[config.mk]
export PLATFORM = sky130hd
export DESIGN_NAME = uart_top
export DESIGN_NICKNAME = d
export VERILOG_FILES = /design/src/common/uart_pkg.sv /design/src/common/apb_pkg.sv /design/src/source/sync_fifo.sv /design/src/uart_tx/uart_tx.sv /design/src/uart_rx/uart_rx_controller.sv /design/src/uart_rx/uart_rx_datapath.sv /design/src/source/uart_apb_regs.sv /design/src/source/uart_top.sv
export VERILOG_INCLUDE_DIRS = /design/src /design/src/common
export SDC_FILE = /design/constraint.sdc
export NUM_CORES = 1
export LEC_CHECK = 0
export ABC_AREA = 1
export BUFFER_PORTS_ARGS = -buffer_cell sky130_fd_sc_hd__buf_2
export CAP_MARGIN = 20
export CORE_MARGIN = 2
export CORE_UTILIZATION = 60
export CTS_CLUSTER_SIZE = 10
export DETAILED_ROUTE_END_ITERATION = 10
export GPL_TIMING_DRIVEN = 1
export PLACE_DENSITY = 0.78
export SLEW_MARGIN = 30
export SYNTH_ARGS = -nofsm -noshare
export SYNTH_HDL_FRONTEND = slang
export SYNTH_SLANG_ARGS = --single-unit
[constraint.sdc]
create_clock -name clk -period 4.21 [get_ports clk]
set_clock_uncertainty 0.1 [all_clocks]
set_input_delay 0.842 -clock clk [delete_from_list [all_inputs] [get_ports clk]]
set_output_delay 0.842 -clock clk [all_outputs]
set_load 0.03 [all_outputs]
[src/common/uart_settings.svh]
// UART build settings
`ifndef UART_SETTINGS_SVH
`define UART_SETTINGS_SVH

// entries in each queue
`define UART_FIFO_DEPTH 8

// baud divisor in clock cycles per bit
`define UART_DIV_WIDTH 16
`define UART_DIV_RESET 16'd16
`define UART_DIV_MIN   16'd4      // lower writes are clamped up to this

// APB register offsets
`define UART_ADDR_DATA   4'h0
`define UART_ADDR_STATUS 4'h4
`define UART_ADDR_DIV    4'h8

`endif

[src/common/uart_pkg.sv]
// UART line-side types
`default_nettype none

package uart_pkg;

    // counter control issued by the receive FSM
    typedef enum logic [1:0] {
        cnt_zero  = 2'b00,
        cnt_hold  = 2'b01,
        cnt_count = 2'b11
    } cnt_sel_t;

    // one received frame as queued for the CPU
    typedef struct packed {
        logic [7:0] data;
        logic       frame_error;    // stop bit sampled low
    } rx_entry_t;

    // STATUS register layout with tx_full at bit 0
    typedef struct packed {
        logic frame_error;          // sticky until written with 1
        logic rx_overrun;           // sticky until written with 1
        logic rx_empty;
        logic tx_busy;
        logic tx_empty;
        logic tx_full;
    } uart_status_t;

endpackage

`default_nettype wire

[src/common/apb_pkg.sv]
// APB port types
`default_nettype none
`include "uart_settings.svh"

package apb_pkg;

    typedef struct packed {
        logic        psel;
        logic        penable;
        logic        pwrite;
        logic [3:0]  paddr;
        logic [31:0] pwdata;
    } apb_req_t;

    typedef struct packed {
        logic [31:0] prdata;
        logic        pready;
        logic        pslverr;
    } apb_rsp_t;

    // mapped register offsets
    typedef enum logic [3:0] {
        addr_data   = `UART_ADDR_DATA,
        addr_status = `UART_ADDR_STATUS,
        addr_div    = `UART_ADDR_DIV
    } apb_addr_t;

endpackage

`default_nettype wire

[src/source/sync_fifo.sv]
// synchronous FIFO
`default_nettype none
`timescale 1ns/1ps

module sync_fifo #(
    parameter type payload_t = logic [7:0],
    parameter int  DEPTH     = 8
) (
    input  wire logic     clk,
    input  wire logic     reset_b,
    input  wire logic     push,
    input  wire payload_t wdata,
    output logic          full,
    input  wire logic     pop,
    output payload_t      rdata,
    output logic          empty
);

    localparam int PTR_W = (DEPTH > 1) ? $clog2(DEPTH) : 1;

    payload_t                   mem [DEPTH];
    logic [PTR_W-1:0]           wr_ptr;
    logic [PTR_W-1:0]           rd_ptr;
    logic [$clog2(DEPTH+1)-1:0] count;
    logic                       do_push;
    logic                       do_pop;

    function automatic logic [PTR_W-1:0] next_ptr(input logic [PTR_W-1:0] ptr);
        return (ptr == PTR_W'(DEPTH - 1)) ? '0 : ptr + 1'b1;
    endfunction

    assign do_push = push && !full;
    assign do_pop  = pop && !empty;
    assign full    = (count == DEPTH);
    assign empty   = (count == 0);
    assign rdata   = mem[rd_ptr];           // head is visible without a pop

    always_ff @(posedge clk or negedge reset_b) begin
        if (!reset_b) begin
            wr_ptr <= '0;
            rd_ptr <= '0;
            count  <= '0;
        end else begin
            if (do_push)
                wr_ptr <= next_ptr(wr_ptr);
            if (do_pop)
                rd_ptr <= next_ptr(rd_ptr);
            case ({do_push, do_pop})
                2'b10:   count <= count + 1'b1;
                2'b01:   count <= count - 1'b1;
                default: count <= count;
            endcase
        end
    end

    always_ff @(posedge clk) begin
        if (do_push)
            mem[wr_ptr] <= wdata;
    end

    // writers and readers honour full and empty on their side
    assert property (@(posedge clk) disable iff (!reset_b) !(push && full))
        else $error("sync_fifo: push while full");
    assert property (@(posedge clk) disable iff (!reset_b) !(pop && empty))
        else $error("sync_fifo: pop while empty");

endmodule

`default_nettype wire

[src/uart_tx/uart_tx.sv]
// UART transmitter
`default_nettype none
`timescale 1ns/1ps
`include "uart_settings.svh"

module uart_tx (
    input  wire logic                       clk,
    input  wire logic                       reset_b,
    input  wire logic [`UART_DIV_WIDTH-1:0] divisor,
    input  wire logic [7:0]                 data,
    input  wire logic                       data_valid,
    output logic                            pop,
    output logic                            tx,
    output logic                            busy
);

    typedef enum logic {
        tx_idle,
        tx_send
    } tx_state_t;

    tx_state_t                  state;
    logic [`UART_DIV_WIDTH-1:0] div_q;       // divisor held for the whole frame
    logic [`UART_DIV_WIDTH-1:0] baud_cnt;
    logic [3:0]                 bit_cnt;
    logic [9:0]                 frame;       // stop, data, start
    logic                       bit_end;
    logic                       frame_end;

    assign bit_end   = (baud_cnt == div_q - 1'b1);
    assign frame_end = (state == tx_send) && bit_end && (bit_cnt == 4'd9);
    // a waiting byte is taken at the end of the stop bit, so frames run back to back
    assign pop       = data_valid && ((state == tx_idle) || frame_end);
    assign busy      = (state == tx_send);

    always_ff @(posedge clk or negedge reset_b) begin
        if (!reset_b) begin
            state    <= tx_idle;
            div_q    <= `UART_DIV_RESET;
            baud_cnt <= '0;
            bit_cnt  <= '0;
            tx       <= 1'b1;           // line idles high
        end else begin
            tx <= (state == tx_send) ? frame[0] : 1'b1;
            if (pop) begin
                state    <= tx_send;
                div_q    <= divisor;
                baud_cnt <= '0;
                bit_cnt  <= '0;
            end else if (frame_end) begin
                state <= tx_idle;
            end else if (state == tx_send) begin
                if (bit_end) begin
                    baud_cnt <= '0;
                    bit_cnt  <= bit_cnt + 1'b1;
                end else begin
                    baud_cnt <= baud_cnt + 1'b1;
                end
            end
        end
    end

    always_ff @(posedge clk) begin
        if (pop)
            frame <= {1'b1, data, 1'b0};
        else if (state == tx_send && bit_end)
            frame <= {1'b1, frame[9:1]};
    end

    // the registered line output must have settled to idle by the time busy drops
    assert property (@(posedge clk) disable iff (!reset_b) !busy |-> tx)
        else $error("uart_tx: line low while not busy");

endmodule

`default_nettype wire

[src/uart_rx/uart_rx_controller.sv]
// UART receive controller
`default_nettype none
`timescale 1ns/1ps

module uart_rx_controller (
    input  wire logic         clk,
    input  wire logic         reset_b,
    input  wire logic         rx,
    input  wire logic         mid_reached,
    input  wire logic         last_bit,
    output uart_pkg::cnt_sel_t baud_sel,
    output uart_pkg::cnt_sel_t bit_sel,
    output logic              shift_en,
    output logic              half_sel,
    output logic              stop_sample,
    output logic              data_ready
);

    typedef enum logic [2:0] {
        st_idle,        // wait for a falling edge on the line
        st_first_half,  // count to the middle of data bit 0
        st_shift,       // take one data bit
        st_check,       // all eight bits in?
        st_next_bit,    // count to the middle of the next data bit
        st_stop,        // count to the middle of the stop bit
        st_ready        // hand the entry to the queue
    } rx_state_t;

    rx_state_t state;
    rx_state_t next_state;
    logic      rx_meta;
    logic      rx_sync;
    logic      rx_prev;

    // same two-flop depth as the datapath, so the edge lines up with its samples
    always_ff @(posedge clk or negedge reset_b) begin
        if (!reset_b) begin
            state   <= st_idle;
            rx_meta <= 1'b1;
            rx_sync <= 1'b1;
            rx_prev <= 1'b1;
        end else begin
            state   <= next_state;
            rx_meta <= rx;
            rx_sync <= rx_meta;
            rx_prev <= rx_sync;
        end
    end

    always_comb begin
        next_state  = state;
        baud_sel    = uart_pkg::cnt_hold;
        bit_sel     = uart_pkg::cnt_hold;
        shift_en    = 1'b0;
        half_sel    = 1'b0;
        stop_sample = 1'b0;
        data_ready  = 1'b0;
        case (state)
            st_idle: begin
                baud_sel = uart_pkg::cnt_zero;
                bit_sel  = uart_pkg::cnt_zero;
                half_sel = 1'b1;
                if (rx_prev && !rx_sync)            // start bit edge
                    next_state = st_first_half;
            end
            st_first_half: begin
                baud_sel = uart_pkg::cnt_count;
                bit_sel  = uart_pkg::cnt_zero;
                half_sel = 1'b1;                    // 1.5 bit times
                if (mid_reached)
                    next_state = st_shift;
            end
            st_shift: begin
                shift_en   = 1'b1;
                baud_sel   = uart_pkg::cnt_zero;
                bit_sel    = uart_pkg::cnt_count;
                next_state = st_check;
            end
            st_check: begin
                next_state = last_bit ? st_stop : st_next_bit;
            end
            st_next_bit: begin
                baud_sel = uart_pkg::cnt_count;
                if (mid_reached)
                    next_state = st_shift;
            end
            st_stop: begin
                baud_sel = uart_pkg::cnt_count;
                if (mid_reached) begin
                    stop_sample = 1'b1;
                    next_state  = st_ready;
                end
            end
            st_ready: begin
                baud_sel   = uart_pkg::cnt_zero;
                bit_sel    = uart_pkg::cnt_zero;
                data_ready = 1'b1;
                next_state = st_idle;
            end
            default: next_state = st_idle;
        endcase
    end

    assert property (@(posedge clk) disable iff (!reset_b) !(shift_en && data_ready))
        else $error("uart_rx_controller: shift and data_ready together");

endmodule

`default_nettype wire

[src/uart_rx/uart_rx_datapath.sv]
// UART receive datapath
`default_nettype none
`timescale 1ns/1ps
`include "uart_settings.svh"

module uart_rx_datapath (
    input  wire logic                       clk,
    input  wire logic                       reset_b,
    input  wire logic                       rx,
    input  wire logic [`UART_DIV_WIDTH-1:0] divisor,
    input  wire uart_pkg::cnt_sel_t         baud_sel,
    input  wire uart_pkg::cnt_sel_t         bit_sel,
    input  wire logic                       shift_en,
    input  wire logic                       half_sel,
    input  wire logic                       stop_sample,
    input  wire logic                       data_ready,
    output logic                            mid_reached,
    output logic                            last_bit,
    output uart_pkg::rx_entry_t             entry,
    output logic                            entry_valid
);

    localparam int CW = `UART_DIV_WIDTH + 1;

    logic                       rx_meta;
    logic                       rx_sync;
    logic [`UART_DIV_WIDTH-1:0] div_q;
    logic [CW-1:0]              baud_cnt;
    logic [CW-1:0]              compare_val;
    logic [3:0]                 bit_cnt;
    logic [7:0]                 shift_reg;
    logic                       stop_bit;

    // bit times less the FSM cycles spent between two samples
    assign compare_val = half_sel ? CW'(div_q) + CW'(div_q >> 1) - CW'(2)
                                  : CW'(div_q) - CW'(3);
    assign mid_reached = (baud_cnt == compare_val);
    assign last_bit    = (bit_cnt == 4'd8);

    always_ff @(posedge clk or negedge reset_b) begin
        if (!reset_b) begin
            rx_meta  <= 1'b1;
            rx_sync  <= 1'b1;
            baud_cnt <= '0;
            bit_cnt  <= '0;
            div_q    <= `UART_DIV_RESET;
        end else begin
            rx_meta <= rx;
            rx_sync <= rx_meta;
            case (baud_sel)
                uart_pkg::cnt_zero:  baud_cnt <= '0;
                uart_pkg::cnt_count: baud_cnt <= baud_cnt + 1'b1;
                default:             baud_cnt <= baud_cnt;
            endcase
            case (bit_sel)
                uart_pkg::cnt_zero:  bit_cnt <= '0;
                uart_pkg::cnt_count: bit_cnt <= bit_cnt + 1'b1;
                default:             bit_cnt <= bit_cnt;
            endcase
            // pick up a new divisor only between frames
            if (baud_sel == uart_pkg::cnt_zero && bit_sel == uart_pkg::cnt_zero)
                div_q <= divisor;
        end
    end

    always_ff @(posedge clk) begin
        if (shift_en)
            shift_reg <= {rx_sync, shift_reg[7:1]};   // lsb arrives first
        if (stop_sample)
            stop_bit <= rx_sync;
    end

    assign entry.data        = shift_reg;
    assign entry.frame_error = !stop_bit;
    assign entry_valid       = data_ready;

endmodule

`default_nettype wire

[src/source/uart_apb_regs.sv]
// UART APB registers
`default_nettype none
`timescale 1ns/1ps
`include "uart_settings.svh"

module uart_apb_regs (
    input  wire logic                 clk,
    input  wire logic                 reset_b,
    input  wire apb_pkg::apb_req_t    req,
    output apb_pkg::apb_rsp_t         rsp,
    output logic                      tx_push,
    output logic [7:0]                tx_wdata,
    input  wire logic                 tx_full,
    input  wire logic                 tx_empty,
    input  wire logic                 tx_busy,
    output logic                      rx_pop,
    input  wire uart_pkg::rx_entry_t  rx_entry,
    input  wire logic                 rx_empty,
    input  wire logic                 rx_drop,
    output logic [`UART_DIV_WIDTH-1:0] divisor
);

    logic                       access;     // access phase of a transfer
    logic                       addr_hit;
    logic                       wr_data;
    logic                       rd_data;
    logic                       wr_status;
    logic                       wr_div;
    logic                       rx_overrun;
    logic                       frame_error;
    logic [`UART_DIV_WIDTH-1:0] new_div;
    uart_pkg::uart_status_t     status;
    uart_pkg::uart_status_t     clear_mask;

    assign access    = req.psel && req.penable;
    assign addr_hit  = req.paddr inside {apb_pkg::addr_data, apb_pkg::addr_status,
                                         apb_pkg::addr_div};
    assign wr_data   = access && req.pwrite && (req.paddr == apb_pkg::addr_data);
    assign rd_data   = access && !req.pwrite && (req.paddr == apb_pkg::addr_data);
    assign wr_status = access && req.pwrite && (req.paddr == apb_pkg::addr_status);
    assign wr_div    = access && req.pwrite && (req.paddr == apb_pkg::addr_div);

    assign tx_push  = wr_data && !tx_full;  // dropped when the queue is full
    assign tx_wdata = req.pwdata[7:0];
    assign rx_pop   = rd_data && !rx_empty;

    assign clear_mask = uart_pkg::uart_status_t'(req.pwdata[$bits(uart_pkg::uart_status_t)-1:0]);
    assign new_div    = (req.pwdata[`UART_DIV_WIDTH-1:0] < `UART_DIV_MIN) ?
                        `UART_DIV_MIN : req.pwdata[`UART_DIV_WIDTH-1:0];

    always_comb begin
        status.frame_error = frame_error;
        status.rx_overrun  = rx_overrun;
        status.rx_empty    = rx_empty;
        status.tx_busy     = tx_busy;
        status.tx_empty    = tx_empty;
        status.tx_full     = tx_full;
    end

    always_comb begin
        rsp.pready  = 1'b1;                 // no wait states
        rsp.pslverr = access && (!addr_hit || (wr_data && tx_full) || (rd_data && rx_empty));
        rsp.prdata  = '0;
        case (req.paddr)
            apb_pkg::addr_data:   rsp.prdata[7:0] = rx_entry.data;
            apb_pkg::addr_status: rsp.prdata[$bits(status)-1:0] = status;
            apb_pkg::addr_div:    rsp.prdata[`UART_DIV_WIDTH-1:0] = divisor;
            default:              rsp.prdata = '0;
        endcase
    end

    always_ff @(posedge clk or negedge reset_b) begin
        if (!reset_b) begin
            divisor     <= `UART_DIV_RESET;
            rx_overrun  <= 1'b0;
            frame_error <= 1'b0;
        end else begin
            if (wr_div)
                divisor <= new_div;
            // a new event wins over a clear in the same cycle
            if (rx_drop)
                rx_overrun <= 1'b1;
            else if (wr_status && clear_mask.rx_overrun)
                rx_overrun <= 1'b0;
            if (rx_pop && rx_entry.frame_error)
                frame_error <= 1'b1;
            else if (wr_status && clear_mask.frame_error)
                frame_error <= 1'b0;
        end
    end

endmodule

`default_nettype wire

[src/source/uart_top.sv]
// UART peripheral top
`default_nettype none
`timescale 1ns/1ps
`include "uart_settings.svh"

module uart_top (
    input  wire logic              clk,
    input  wire logic              reset_b,
    input  wire apb_pkg::apb_req_t apb_req,
    output apb_pkg::apb_rsp_t      apb_rsp,
    output logic                   tx,
    input  wire logic              rx
);

    logic                       tx_push;
    logic [7:0]                 tx_wdata;
    logic                       tx_full;
    logic                       tx_empty;
    logic                       tx_busy;
    logic                       tx_pop;
    logic [7:0]                 tx_data;
    logic                       tx_valid;
    logic                       rx_pop;
    logic                       rx_full;
    logic                       rx_empty;
    logic                       rx_push;
    logic                       rx_drop;
    uart_pkg::rx_entry_t        rx_head;
    uart_pkg::rx_entry_t        rx_entry;
    logic                       rx_entry_valid;
    logic [`UART_DIV_WIDTH-1:0] divisor;
    uart_pkg::cnt_sel_t         baud_sel;
    uart_pkg::cnt_sel_t         bit_sel;
    logic                       shift_en;
    logic                       half_sel;
    logic                       stop_sample;
    logic                       data_ready;
    logic                       mid_reached;
    logic                       last_bit;

    assign tx_valid = !tx_empty;
    assign rx_push  = rx_entry_valid && !rx_full;
    assign rx_drop  = rx_entry_valid && rx_full;     // frame lost on a full queue

    uart_apb_regs uart_apb_regs_inst (
        .clk(clk), .reset_b(reset_b), .req(apb_req), .rsp(apb_rsp),
        .tx_push(tx_push), .tx_wdata(tx_wdata), .tx_full(tx_full),
        .tx_empty(tx_empty), .tx_busy(tx_busy), .rx_pop(rx_pop),
        .rx_entry(rx_head), .rx_empty(rx_empty), .rx_drop(rx_drop),
        .divisor(divisor)
    );

    sync_fifo #(.payload_t(logic [7:0]), .DEPTH(`UART_FIFO_DEPTH)) tx_fifo_inst (
        .clk(clk), .reset_b(reset_b), .push(tx_push), .wdata(tx_wdata), .full(tx_full),
        .pop(tx_pop), .rdata(tx_data), .empty(tx_empty)
    );

    sync_fifo #(.payload_t(uart_pkg::rx_entry_t), .DEPTH(`UART_FIFO_DEPTH)) rx_fifo_inst (
        .clk(clk), .reset_b(reset_b), .push(rx_push), .wdata(rx_entry), .full(rx_full),
        .pop(rx_pop), .rdata(rx_head), .empty(rx_empty)
    );

    uart_tx uart_tx_inst (
        .clk(clk), .reset_b(reset_b), .divisor(divisor), .data(tx_data),
        .data_valid(tx_valid), .pop(tx_pop), .tx(tx), .busy(tx_busy)
    );

    uart_rx_controller uart_rx_controller_inst (
        .clk(clk), .reset_b(reset_b), .rx(rx), .mid_reached(mid_reached),
        .last_bit(last_bit), .baud_sel(baud_sel), .bit_sel(bit_sel), .shift_en(shift_en),
        .half_sel(half_sel), .stop_sample(stop_sample), .data_ready(data_ready)
    );

    uart_rx_datapath uart_rx_datapath_inst (
        .clk(clk), .reset_b(reset_b), .rx(rx), .divisor(divisor), .baud_sel(baud_sel),
        .bit_sel(bit_sel), .shift_en(shift_en), .half_sel(half_sel),
        .stop_sample(stop_sample), .data_ready(data_ready), .mid_reached(mid_reached),
        .last_bit(last_bit), .entry(rx_entry), .entry_valid(rx_entry_valid)
    );

endmodule

`default_nettype wire

Word level (Yosys, flattened, before mapping)
Memories as Yosys holds them, arrays and structs flattened.
Cells that the tools add are included.
{"block": "word_totals", "ff_bits": 137, "ramBits": 136, "in_bits": 42, "output_inout_bits": 35, "word_cells": 181, "n_memories": 2}
{"memory": "rx_fifo_inst.mem", "words": 8, "word_bits": 9, "read_ports": 1, "rd_ports_with_merged_regs": 0, "write_ports": 1, "line": "sync_fifo.sv:21", "source": "payload_t mem [DEPTH];"}
{"memory": "tx_fifo_inst.mem", "words": 8, "word_bits": 8, "read_ports": 1, "rd_ports_with_merged_regs": 0, "write_ports": 1, "line": "sync_fifo.sv:21"}
{"block": "classes", "n_addsub": 16, "order_cmp": 1, "n_eq_ne": 28, "muxes": 46, "bitwise": 1, "reduce_logical": 62}
{"cell": "$mux 16", "n": 5}
{"cell": "$pmux 17 s2", "n": 1}
{"cell": "$logic_and 1x1->1", "n": 26}
{"cell": "$pmux 4 s2", "n": 3}
{"cell": "$eq 3x3->1 const B", "n": 7}
{"cell": "$mux 3", "n": 7}
{"cell": "$eq 4x4->1 const B", "n": 5}
{"cell": "$reduce_bool 2->1", "n": 10}
{"cell": "$mux 9", "n": 2}
{"cell": "$pmux 6 s3", "n": 1}
{"cell": "$add 16x15->17", "n": 1}
{"cell": "$add 17x1->17 const B", "n": 1}
{"cell": "$eq 17x17->1", "n": 1}
{"cell": "$mux 1", "n": 17}
{"cell": "$mux 17", "n": 1}
{"cell": "$sub 16x2->17 const B", "n": 1}
{"cell": "$sub 17x2->17 const B", "n": 1}
{"cell": "$add 16x1->16 const B", "n": 1}
{"cell": "$add 4x1->4 const B", "n": 4}
{"cell": "$eq 16x16->1", "n": 1}
{"cell": "$lt 16x3->1 const B", "n": 1}
{"cell": "$mux 4", "n": 4}
{"cell": "$sub 16x1->16 const B", "n": 1}
{"cell": "$pmux 3 s5", "n": 1}
{"cell": "other kinds (22)", "n": 51}

Longest topological paths before layout
Gate-level depths: netlist (run 1).
{"block": "depth", "depth_word": 9, "depth_mapped": 24, "depth_no_buf": 24}

Hierarchy
A second synthesis (run 1) with hierarchy kept.
{"block": "unflattened", "cells_unflattened": 1994, "hier_area_um2": 16085.4}
{"mod": "uart_rx_datapath", "instances": 1, "cells_per_inst": 630, "area_per_inst_um2": 4310.4}
{"mod": "sync_fifo (rx_fifo_inst)", "instances": 1, "cells_per_inst": 398, "area_per_inst_um2": 3767.4}
{"mod": "sync_fifo (tx_fifo_inst)", "instances": 1, "cells_per_inst": 301, "area_per_inst_um2": 3281.9}
{"mod": "uart_tx", "instances": 1, "cells_per_inst": 441, "area_per_inst_um2": 3106.7}
{"mod": "uart_apb_regs", "instances": 1, "cells_per_inst": 178, "area_per_inst_um2": 1273.7}
{"mod": "uart_rx_controller", "instances": 1, "cells_per_inst": 41, "area_per_inst_um2": 324.1}
{"mod": "uart_top", "instances": 1, "cells_per_inst": 5, "area_per_inst_um2": 21.3}

Worst setup path before layout (run 1)
No wires, ideal clock.
{"block": "synth_timing", "path_type": "reg2reg", "start": "register uart_tx_inst.div_q[0]", "end": "register tx_fifo_inst.count[3]", "arrival_time_ps": 3042, "t_required_ps": 3988, "setup_slack_ps": 947, "stages_incl_launch_ff": 22, "cell_sequence": "dfrtp_1 > inv_1 > ha_1 > nand2_2 > nor2_2 > nand2_1 > xor2_1 > nor4_2 > nand4_2 > nand2_4 > nand3_2 > inv_1 > buf_4 > ha_1 > ha_1 > nand2_1 > nor2_1 > a211oi_1 > nor2_1 > nor2_1 > nand2_1 > xor2_1"}
{"block": "synth_via", "elab_chain_len": 9}
{"element": "start, declared", "line": "uart_tx.sv:23", "source": "logic [`UART_DIV_WIDTH-1:0] div_q;"}
{"element": "start signal, assigned", "line": "uart_tx.sv:39", "source": "div_q <= `UART_DIV_RESET;"}
{"element": "start signal, assigned", "line": "uart_tx.sv:47", "source": "div_q <= divisor;"}
{"element": "$sub 16x1->16 *", "line": "uart_tx.sv:30", "source": "assign bit_end = (baud_cnt == div_q - 1'b1);"}
{"element": "$eq 16x16->1 *", "line": "uart_tx.sv:30"}
{"element": "$logic_and 1x1->1 * (2 in series)", "line": "uart_tx.sv:31", "source": "assign frame_end = (state == tx_send) && bit_end && (bit_cnt == 4'd9);"}
{"element": "$logic_or 1x1->1 *", "line": "uart_tx.sv:33", "source": "assign pop = data_valid && ((state == tx_idle) || frame_end);"}
{"element": "$logic_and 1x1->1 *", "line": "uart_tx.sv:33"}
{"element": "$logic_and 1x1->1 *", "line": "sync_fifo.sv:33", "source": "assign do_pop = pop && !empty;"}
{"element": "via tx_fifo_inst.do_pop", "line": "sync_fifo.sv:26", "source": "logic do_pop;"}
{"element": "$eq 2x1->1 / $eq 2x2->1 (equally long branches)", "line": "sync_fifo.sv:48", "source": "case ({do_push, do_pop})"}
{"element": "$pmux 4 s2 / $reduce_bool 2->1 (equally long branches)"}
{"element": "end signal, assigned", "line": "sync_fifo.sv:49", "source": "2'b10: count <= count + 1'b1;"}
{"element": "end signal, assigned", "line": "sync_fifo.sv:50", "source": "2'b01: count <= count - 1'b1;"}
{"element": "end signal, assigned", "line": "sync_fifo.sv:51", "source": "default: count <= count;"}
{"element": "end, declared", "line": "sync_fifo.sv:24", "source": "logic [$clog2(DEPTH+1)-1:0] count;"}
The timed path passes the listed nets; every way through them passes the cells marked *.
A chain may end at the register's enable or synchronous reset.

Worst setup path in the final report (run 1)
{"block": "layout_timing", "start": "register uart_tx_inst.div_q[0]", "end": "register tx_fifo_inst.count[3]"}
{"block": "layout_via", "elab_chain_len": 9}
{"element": "$sub 16x1->16 *", "line": "uart_tx.sv:30"}
{"element": "$eq 16x16->1 *", "line": "uart_tx.sv:30"}
{"element": "$logic_and 1x1->1 * (2 in series)", "line": "uart_tx.sv:31"}
{"element": "$logic_or 1x1->1 *", "line": "uart_tx.sv:33"}
{"element": "$logic_and 1x1->1 *", "line": "uart_tx.sv:33"}
{"element": "$logic_and 1x1->1 *", "line": "sync_fifo.sv:33"}
{"element": "$eq 2x1->1 / $eq 2x2->1 (equally long branches)", "line": "sync_fifo.sv:48"}
{"element": "$pmux 4 s2 / $reduce_bool 2->1 (equally long branches)"}
Every way passes the cells marked *; elsewhere a longest branch is shown, timed or not.

==> results of run 1 <==
[cells in the mapped netlist, types with 2 or more instances]
cell type / number / share of area [%]
nor4_1: 9 / 0.38
nand3_1: 114 / 3.9
and2_1: 2 / 0.085
ha_1: 64 / 5.5
nor2_2: 6 / 0.26
or2_2: 8 / 0.34
clkbuf_1: 32 / 0.82
inv_1: 207 / 5.3
a21oi_1: 34 / 1.2
o22ai_1: 31 / 1.3
a32o_1: 9 / 0.62
o21ai_2: 18 / 1.1
nand2_2: 5 / 0.21
a21boi_0: 2 / 0.10
xnor2_1: 14 / 0.84
o211ai_1: 9 / 0.46
conb_1: 2 / 0.051
buf_6: 6 / 0.46
nor3_1: 23 / 0.79
buf_2: 5 / 0.17
nand2_1: 330 / 8.5
nand3_2: 2 / 0.14
a31oi_1: 2 / 0.085
mux2i_1: 2 / 0.14
a211oi_1: 2 / 0.10
fa_1: 4 / 0.55
o221ai_1: 16 / 0.96
o21ai_0: 141 / 4.8
dfrtp_1: 112 / 19
dfstp_2: 7 / 1.3
nand4_1: 25 / 1.1
nor2_1: 147 / 3.8
buf_4: 18 / 0.92
edfxtp_1: 153 / 31
nand3b_1: 6 / 0.31
nor3b_1: 2 / 0.10
xor2_1: 34 / 2.0
nor2_4: 2 / 0.15
[stage by stage]
step	hold WS (ns)	power [µW]	utilization, %
2_1_floorplan	0.245	6190	-
3_3_place_gp	0.246	6880	62.9
3_5_place_dp	0.257	7030	62.9
4_1_cts	0.241	9420	66.6
5_1_grt	0.261	10200	66.6
6_report	0.173	9420	66.6
[worst register-to-register path, cell delays in order (launching register included)]
cell	delay, ns
dfrtp_1	0.37
inv_1	0.07
ha_1	0.24
xnor2_1	0.19
xor2_1	0.26
nand3_1	0.12
nand3b_1	0.18
nor2_1	0.14
nand4_2	0.16
nand2_4	0.24
nand3_2	0.10
inv_1	0.10
ha_1	0.21
ha_1	0.28
nand2_1	0.08
nor2_1	0.04
a211oi_1	0.25
nor2_1	0.07
nor2_1	0.08
nand2_1	0.06
xor2_1	0.14
[how the worst min path moves through the flow]
stage	startpoint	to	slack (ns)	cells after the start
CTS	reset_b	uart_rx_datapath_inst.baud_cnt[14]$_DFFE_PN0P_	0.24	1
global route	reset_b	uart_rx_datapath_inst.baud_cnt[14]$_DFFE_PN0P_	0.26	1
floorplan	uart_rx_datapath_inst.rx_meta$_DFF_PN1_	uart_rx_datapath_inst.rx_sync$_DFF_PN1_	0.25	0
finish	reset_b	uart_rx_datapath_inst.baud_cnt[14]$_DFFE_PN0P_	0.17	1
detailed placement	uart_rx_datapath_inst.rx_meta$_DFF_PN1_	uart_rx_datapath_inst.rx_sync$_DFF_PN1_	0.26	0
global placement	uart_rx_datapath_inst.rx_meta$_DFF_PN1_	uart_rx_datapath_inst.rx_sync$_DFF_PN1_	0.25	0
[power by group]
group	total, µW	internal (µW)	switching [µW]
Combinational	3770	1280	2490
Clock	2390	1380	1010
Sequential	3260	3070	194
[cell families (layout without fill, tap and decap cells)]
group / count (synthesis) / after routing
flip-flops: 273 / 273
AO/OA/AOI/OAI: 268 / 268
other: 2 / 17
AND/OR/NAND/NOR: 685 / 685
buffers and inverters: 270 / 334
multiplexers: 2 / 2
XOR/XNOR: 49 / 49
adder cells (fa/ha/maj): 68 / 68
[layout make-up]
| class | instances | area share (%) |
|---|---|---|
| Sequential cell | 273 | 47.3 |
| Clock buffer | 56 | 5.42 |
| Clock inverter | 2 | 0.0857 |
| Multi-Input combinational cell | 1089 | 37.2 |
| Tap cell | 324 | 2.52 |
| Inverter | 209 | 4.89 |
| Timing Repair Buffer | 67 | 2.50 |
[layer usage]
| metal | up-vias | wire, µm | part of all wire [%] |
|---|---|---|---|
| met2 | 369 | 15600 | 47 |
| met1 | 5454 | 14400 | 43 |
| li1 | 5517 | - | - |
| met3 | 69 | 2140 | 6.4 |
| met4 | 0 | 1120 | 3.4 |
| met5 | - | 0 | 0 |
==> reports/results.ini, run 1 <==
[finish]
layout-drive-gt1-share_pct = 9.38
fillCellCount = 1931
num_antenna_cells = 0
fin_cells = 2020
area_growth_pct = 9.66
top_regs = rx_fifo_inst.mem (72), tx_fifo_inst.mem (64), uart_rx_datapath_inst.baud_cnt (17)
fin_nets = 1781
final_common_cell = nand2_1
most-common-layout-cells = nand2_1, inv_1, edfxtp_1
seq_area_um2 = 7600
design_area_um2 = 16100
top_register = rx_fifo_inst.mem
largest_reg_flops = 72
multi_input_area_um2 = 5980

[timing]
worst_slack_ns = 0.603
worst_slew_pin_slew_ns = 0.950
setup_viol = 0
slew_headroom_pct = 36.4
final.period_utilization_pct = 85.7
fin_crit_ns = 3.61
drv_slew = 0
hold_viol_final = 0
max_freq_mhz = 277
fin_setup_tns_ns = 0
rsz0062_at_grt = false

[outcome]
run_status = complete, no violations

[clock_tree]
clk_pin_slew_ns = 0.06
clock_sinks = 273
tritoncts = built
clkLatencyLatePin_ns = 0.55
clock_path_buffers = 3
cts_htree_levels = 1
cts_inserted_buffers = 31
cts-root-buf = clkbuf_16
ctsResizeCount = 0
cts_setup_buffers = 0
hold_buffers = 0

[synth]
synthAdderAreaFrac_pct = 6.02
synth_compound_area_share_pct = 10.9
ys.flop_type = edfxtp_1
syn_avg_cell_area_um2 = 9.05
synth_simple_gate_area_share_pct = 20.3
synth_top_family_by_area = simple AND/OR/NAND/NOR gates
synth_seq_area_share_pct = 51.9
muxShareOfSynthArea_pct = 0.137
synth_edf_count = 153
synthDistinctLibCells = 50
async_flop_share_pct = 43.6
ys_warn_count = 0
mappedNetlistArea_um2 = 14600
synth_xor_area_share_pct = 2.98
synthCells = 1617
ys_seq_elements = 273

[place]
port_buffers = 43
dp_hpwl_mm = 23.3
pre_cts_ws_ns = 0.613
place_congestion = 0.907
dp_cells = 1962
dpl_cell_area_um2 = 15200

[setup_path]
max_stage_delay_ns = 0.37
cp-endpoint = tx_fifo_inst.count[3]$_DFFE_PN0P_
rrSetupSlack_ns = 0.60
reg2reg_from = uart_tx_inst.div_q[0]$_DFFE_PN0N_
cp.depth = 20
crit_path_end_kind = flop
cpMostUsedCell = nor2_1
slowest_stage = dfrtp_1
reg2reg_depth = 20
path_cells = inv_1 -> ha_1 -> xnor2_1 -> xor2_1 -> nand3_1 -> nand3b_1 -> nor2_1 -> nand4_2 -> nand2_4 -> nand3_2 -> inv_1 -> ha_1 -> ha_1 -> nand2_1 -> nor2_1 -> a211oi_1 -> nor2_1 -> nor2_1 -> nand2_1 -> xor2_1
cp-start-kind = flop
crit_fanout = 17
critPathLaunch = uart_tx_inst.div_q[0]$_DFFE_PN0N_
path_class = flop to flop
timing.rr.end = tx_fifo_inst.count[3]$_DFFE_PN0P_
crit_buf_inv = 2
crit_required_ns = 4.55
arrival_ns = 3.95
critical_path.top_delay_family = simple AND/OR/NAND/NOR gates

[global_route]
use_met3_pct = 3.48
antenna_found_initial = 0
grt_util_met2_pct = 42.1
track_usage_pct = 26.0
grt_pass1_vias = 10700
grt_overflow = 0
use_met1_pct = 35.8
grt_max_degree = 78
grt_busiest_layer = met2
grt_pass1_wl_mm = 53.8

[die]
die_x_um = 160
rows = 57
core_area_um2 = 24100
io_pins = 77
die_area_um2 = 25700
fp.dieH_um = 160
start_util_pct = 60.7

[detailed_routing]
drt_wl_total_mm = 33.3
viasPerCell = 5.65
drt_first_pass_iters = 5
ant_nets = 0
routed-via-count = 11400
drt_iter0_drc = 1033
wl_per_cell_um = 16.5
remaining_drc_errors = 0

[job]
max_cap_violations = 0

[power]
powerDensity_nw_per_um2 = 587
leakagePower_uw = 0.00688
ir_drop_v = 0.000392

[hold_path]
min_path_type = primary input to async pin

No activity file was read; power rests on OpenSTA's default activity.
==> inputs of run 2 (changes only) <==
ABC_AREA = 0   (was 1)
==> run 2 against run 1 <==
  * Register-to-register slack worse by 0.24 ns
  * Die area fell by 1.7%
  * Combinational power fell by 11%
  * Wire length shrank 8.3%
  * Largest power group unchanged
  * Core utilization grew 0.79 points
  * Non-clock buffer count increased by 5
  * Clock-buffer cell count down 2
==> reports/results.ini, run 2 <==
[synth]
synthCells = 1244
synth_edf_count = 153
async_flop_share_pct = 43.6
synth_top_area_cell = edfxtp_1
synth_top_cell_area_share_pct = 31.9
synth.area.top_cells = edfxtp_1, dfrtp_1, ha_1
synth_common_cells = edfxtp_1, dfrtp_1, nor2_1
ys.flop_type = edfxtp_1
mappedNetlistArea_um2 = 14400
ys_seq_elements = 273
synth_most_common_cell = edfxtp_1
synthDistinctLibCells = 79
syn_avg_cell_area_um2 = 11.6
synth_seq_area_share_pct = 52.8
ys_warn_count = 0

[global_route]
track_usage_pct = 24.4
antenna_found_initial = 0
grt_pass1_vias = 9323
grt_max_degree = 61
grt_overflow = 0
grt_pass1_wl_mm = 49.4

[power]
report.power.total_uw = 9110
leakagePower_uw = 0.00640
powerDensity_nw_per_um2 = 574
ir_drop_v = 0.000413

[place]
pre_cts_ws_ns = 0.187
dp_hpwl_mm = 21.1
place_congestion = 0.927
port_buffers = 43
dp_cells = 1581

[clock_tree]
clk_pin_slew_ns = 0.06
cts_inserted_buffers = 31
clock_path_buffers = 3
hold_buffers = 0
tritoncts = built
cts_htree_levels = 1
clock_sinks = 273
cts-root-buf = clkbuf_16
clkLatencyLatePin_ns = 0.56

[setup_path]
max_stage_delay_ns = 0.43
crit_required_ns = 4.38
slowest_stage = a2111oi_0
arrival_ns = 4.02
path_cells = inv_1 -> ha_1 -> inv_1 -> ha_1 -> fa_1 -> a211oi_2 -> o21ai_1 -> a2111oi_0 -> nor3_1 -> a211o_1 -> xnor2_1 -> nor3_2 -> and3_1
crit_fanout = 5
crit_path_end_kind = flop
path_class = flop to flop
cp-start-kind = flop

[detailed_routing]
routed-via-count = 9728
wl_per_cell_um = 18.6
ant_nets = 0
drt_first_pass_iters = 5
remaining_drc_errors = 0
drt_wl_total_mm = 30.5
viasPerCell = 5.94
drt_iter0_drc = 986

[timing]
worst_slack_ns = 0.360
fin_setup_tns_ns = 0
hold_viol_final = 0
fin_crit_ns = 3.85
drv_slew = 0
worst_slew_pin_slew_ns = 0.955
max_freq_mhz = 260
setup_viol = 0
final.period_utilization_pct = 91.5
slew_headroom_pct = 36.1
rsz0062_at_grt = false

[die]
start_util_pct = 61.1
io_pins = 77
die_x_um = 159
core_area_um2 = 23500
die_area_um2 = 25200
rows = 56
fp.dieH_um = 159

[finish]
num_antenna_cells = 0
fin_cells = 1639
final_common_cell = edfxtp_1
most-common-layout-cells = edfxtp_1, dfrtp_1, nor2_1
top_regs = rx_fifo_inst.mem (72), tx_fifo_inst.mem (64), uart_rx_datapath_inst.baud_cnt (17)
top_register = rx_fifo_inst.mem
layout-drive-gt1-share_pct = 14.3
fin_nets = 1406
area_growth_pct = 10.3
largest_reg_flops = 72

[job]
max_cap_violations = 0

[outcome]
run_status = complete, no violations

[hold_path]
min_path_type = flop to flop

run 2: path summary, 6_finish.rpt:
kind / from / to / slack [ns] / cells past startpoint
min: uart_rx_datapath_inst.rx_meta$_DFF_PN1_ / uart_rx_datapath_inst.rx_sync$_DFF_PN1_ / 0.25 / 0
max reg2reg: uart_rx_datapath_inst.div_q[2]$_DFFE_PN0P_ / uart_rx_datapath_inst.stop_bit$_DFFE_PP_ / 0.36 / 13
max: uart_rx_datapath_inst.div_q[2]$_DFFE_PN0P_ / uart_rx_datapath_inst.stop_bit$_DFFE_PP_ / 0.36 / 13
min in group asynchronous: reset_b / tx_fifo_inst.wr_ptr[2]$_DFFE_PN0P_ / 0.29 / 1
min reg2reg: uart_rx_datapath_inst.rx_meta$_DFF_PN1_ / uart_rx_datapath_inst.rx_sync$_DFF_PN1_ / 0.25 / 0
max in group asynchronous: reset_b / uart_rx_datapath_inst.rx_meta$_DFF_PN1_ / 2.87 / 2
run 2: cells by family (layout without fill, tap and decap cells):
kind of cell / count (synthesis) / in the layout / synth area share, %
compound gates: 225 / 225 / 9.90
fa+ha+maj: 68 / 68 / 6.12
xor+xnor: 59 / 59 / 3.59
flops: 273 / 273 / 52.8
mux: 94 / 94 / 9.78
buf+inv: 143 / 204 / 4.37
simple gates: 380 / 380 / 13.4
other cells: 2 / 17 / 0.0522
run 2: per-stage QoR:
step                      area [µm²]  hold slack, ns  utilization, %
after CTS                      15800           0.256            67.3
after global placement         15000           0.248            63.5
after global routing           15900           0.257            67.4
after detailed placement       15000           0.248            63.5
after floorplan                14400           0.245               -
final                          15900           0.255            67.4
run 2: worst max-delay path: cells and delay by family, from the launching register on:
kind / cells / cell delay [ns]
adder cells (fa/ha/maj): 3 / 0.93
AO/OA/AOI/OAI: 4 / 1.22
flip-flops: 1 / 0.41
buffers and inverters: 2 / 0.18
XOR/XNOR: 1 / 0.17
AND/OR/NAND/NOR: 3 / 0.56
run 2: timing repair:
item | CTS | global route
resized for setup | 0 | 3
buffers inserted | 0 | 1
endpoints found under the setup margin | 0 | 1
run 2: final cells by class:
cell class                 instances  area, µm²
tap                              319        399
multi-input combinational        843       6250
inverter                          75        282
fill                            1737       7680
timing repair buffer              72        448
clock buffer                      54        862
sequential                       273       7600
clock inverter                     3       18.8
run 2: where the power goes:
group	leakage (µW)	internal [µW]	switching [µW]
clock network	0.000422	1370	1010
registers	0.00293	3020	349
logic	0.00305	1480	1890
run 2: per-layer routing:
metal / global-route usage [%] / wire (µm)
met1: 34.1 / 12900
met2: 39.9 / 14700
met3: 2.85 / 1770
met4: 8.68 / 1060
met5: 0 / 0
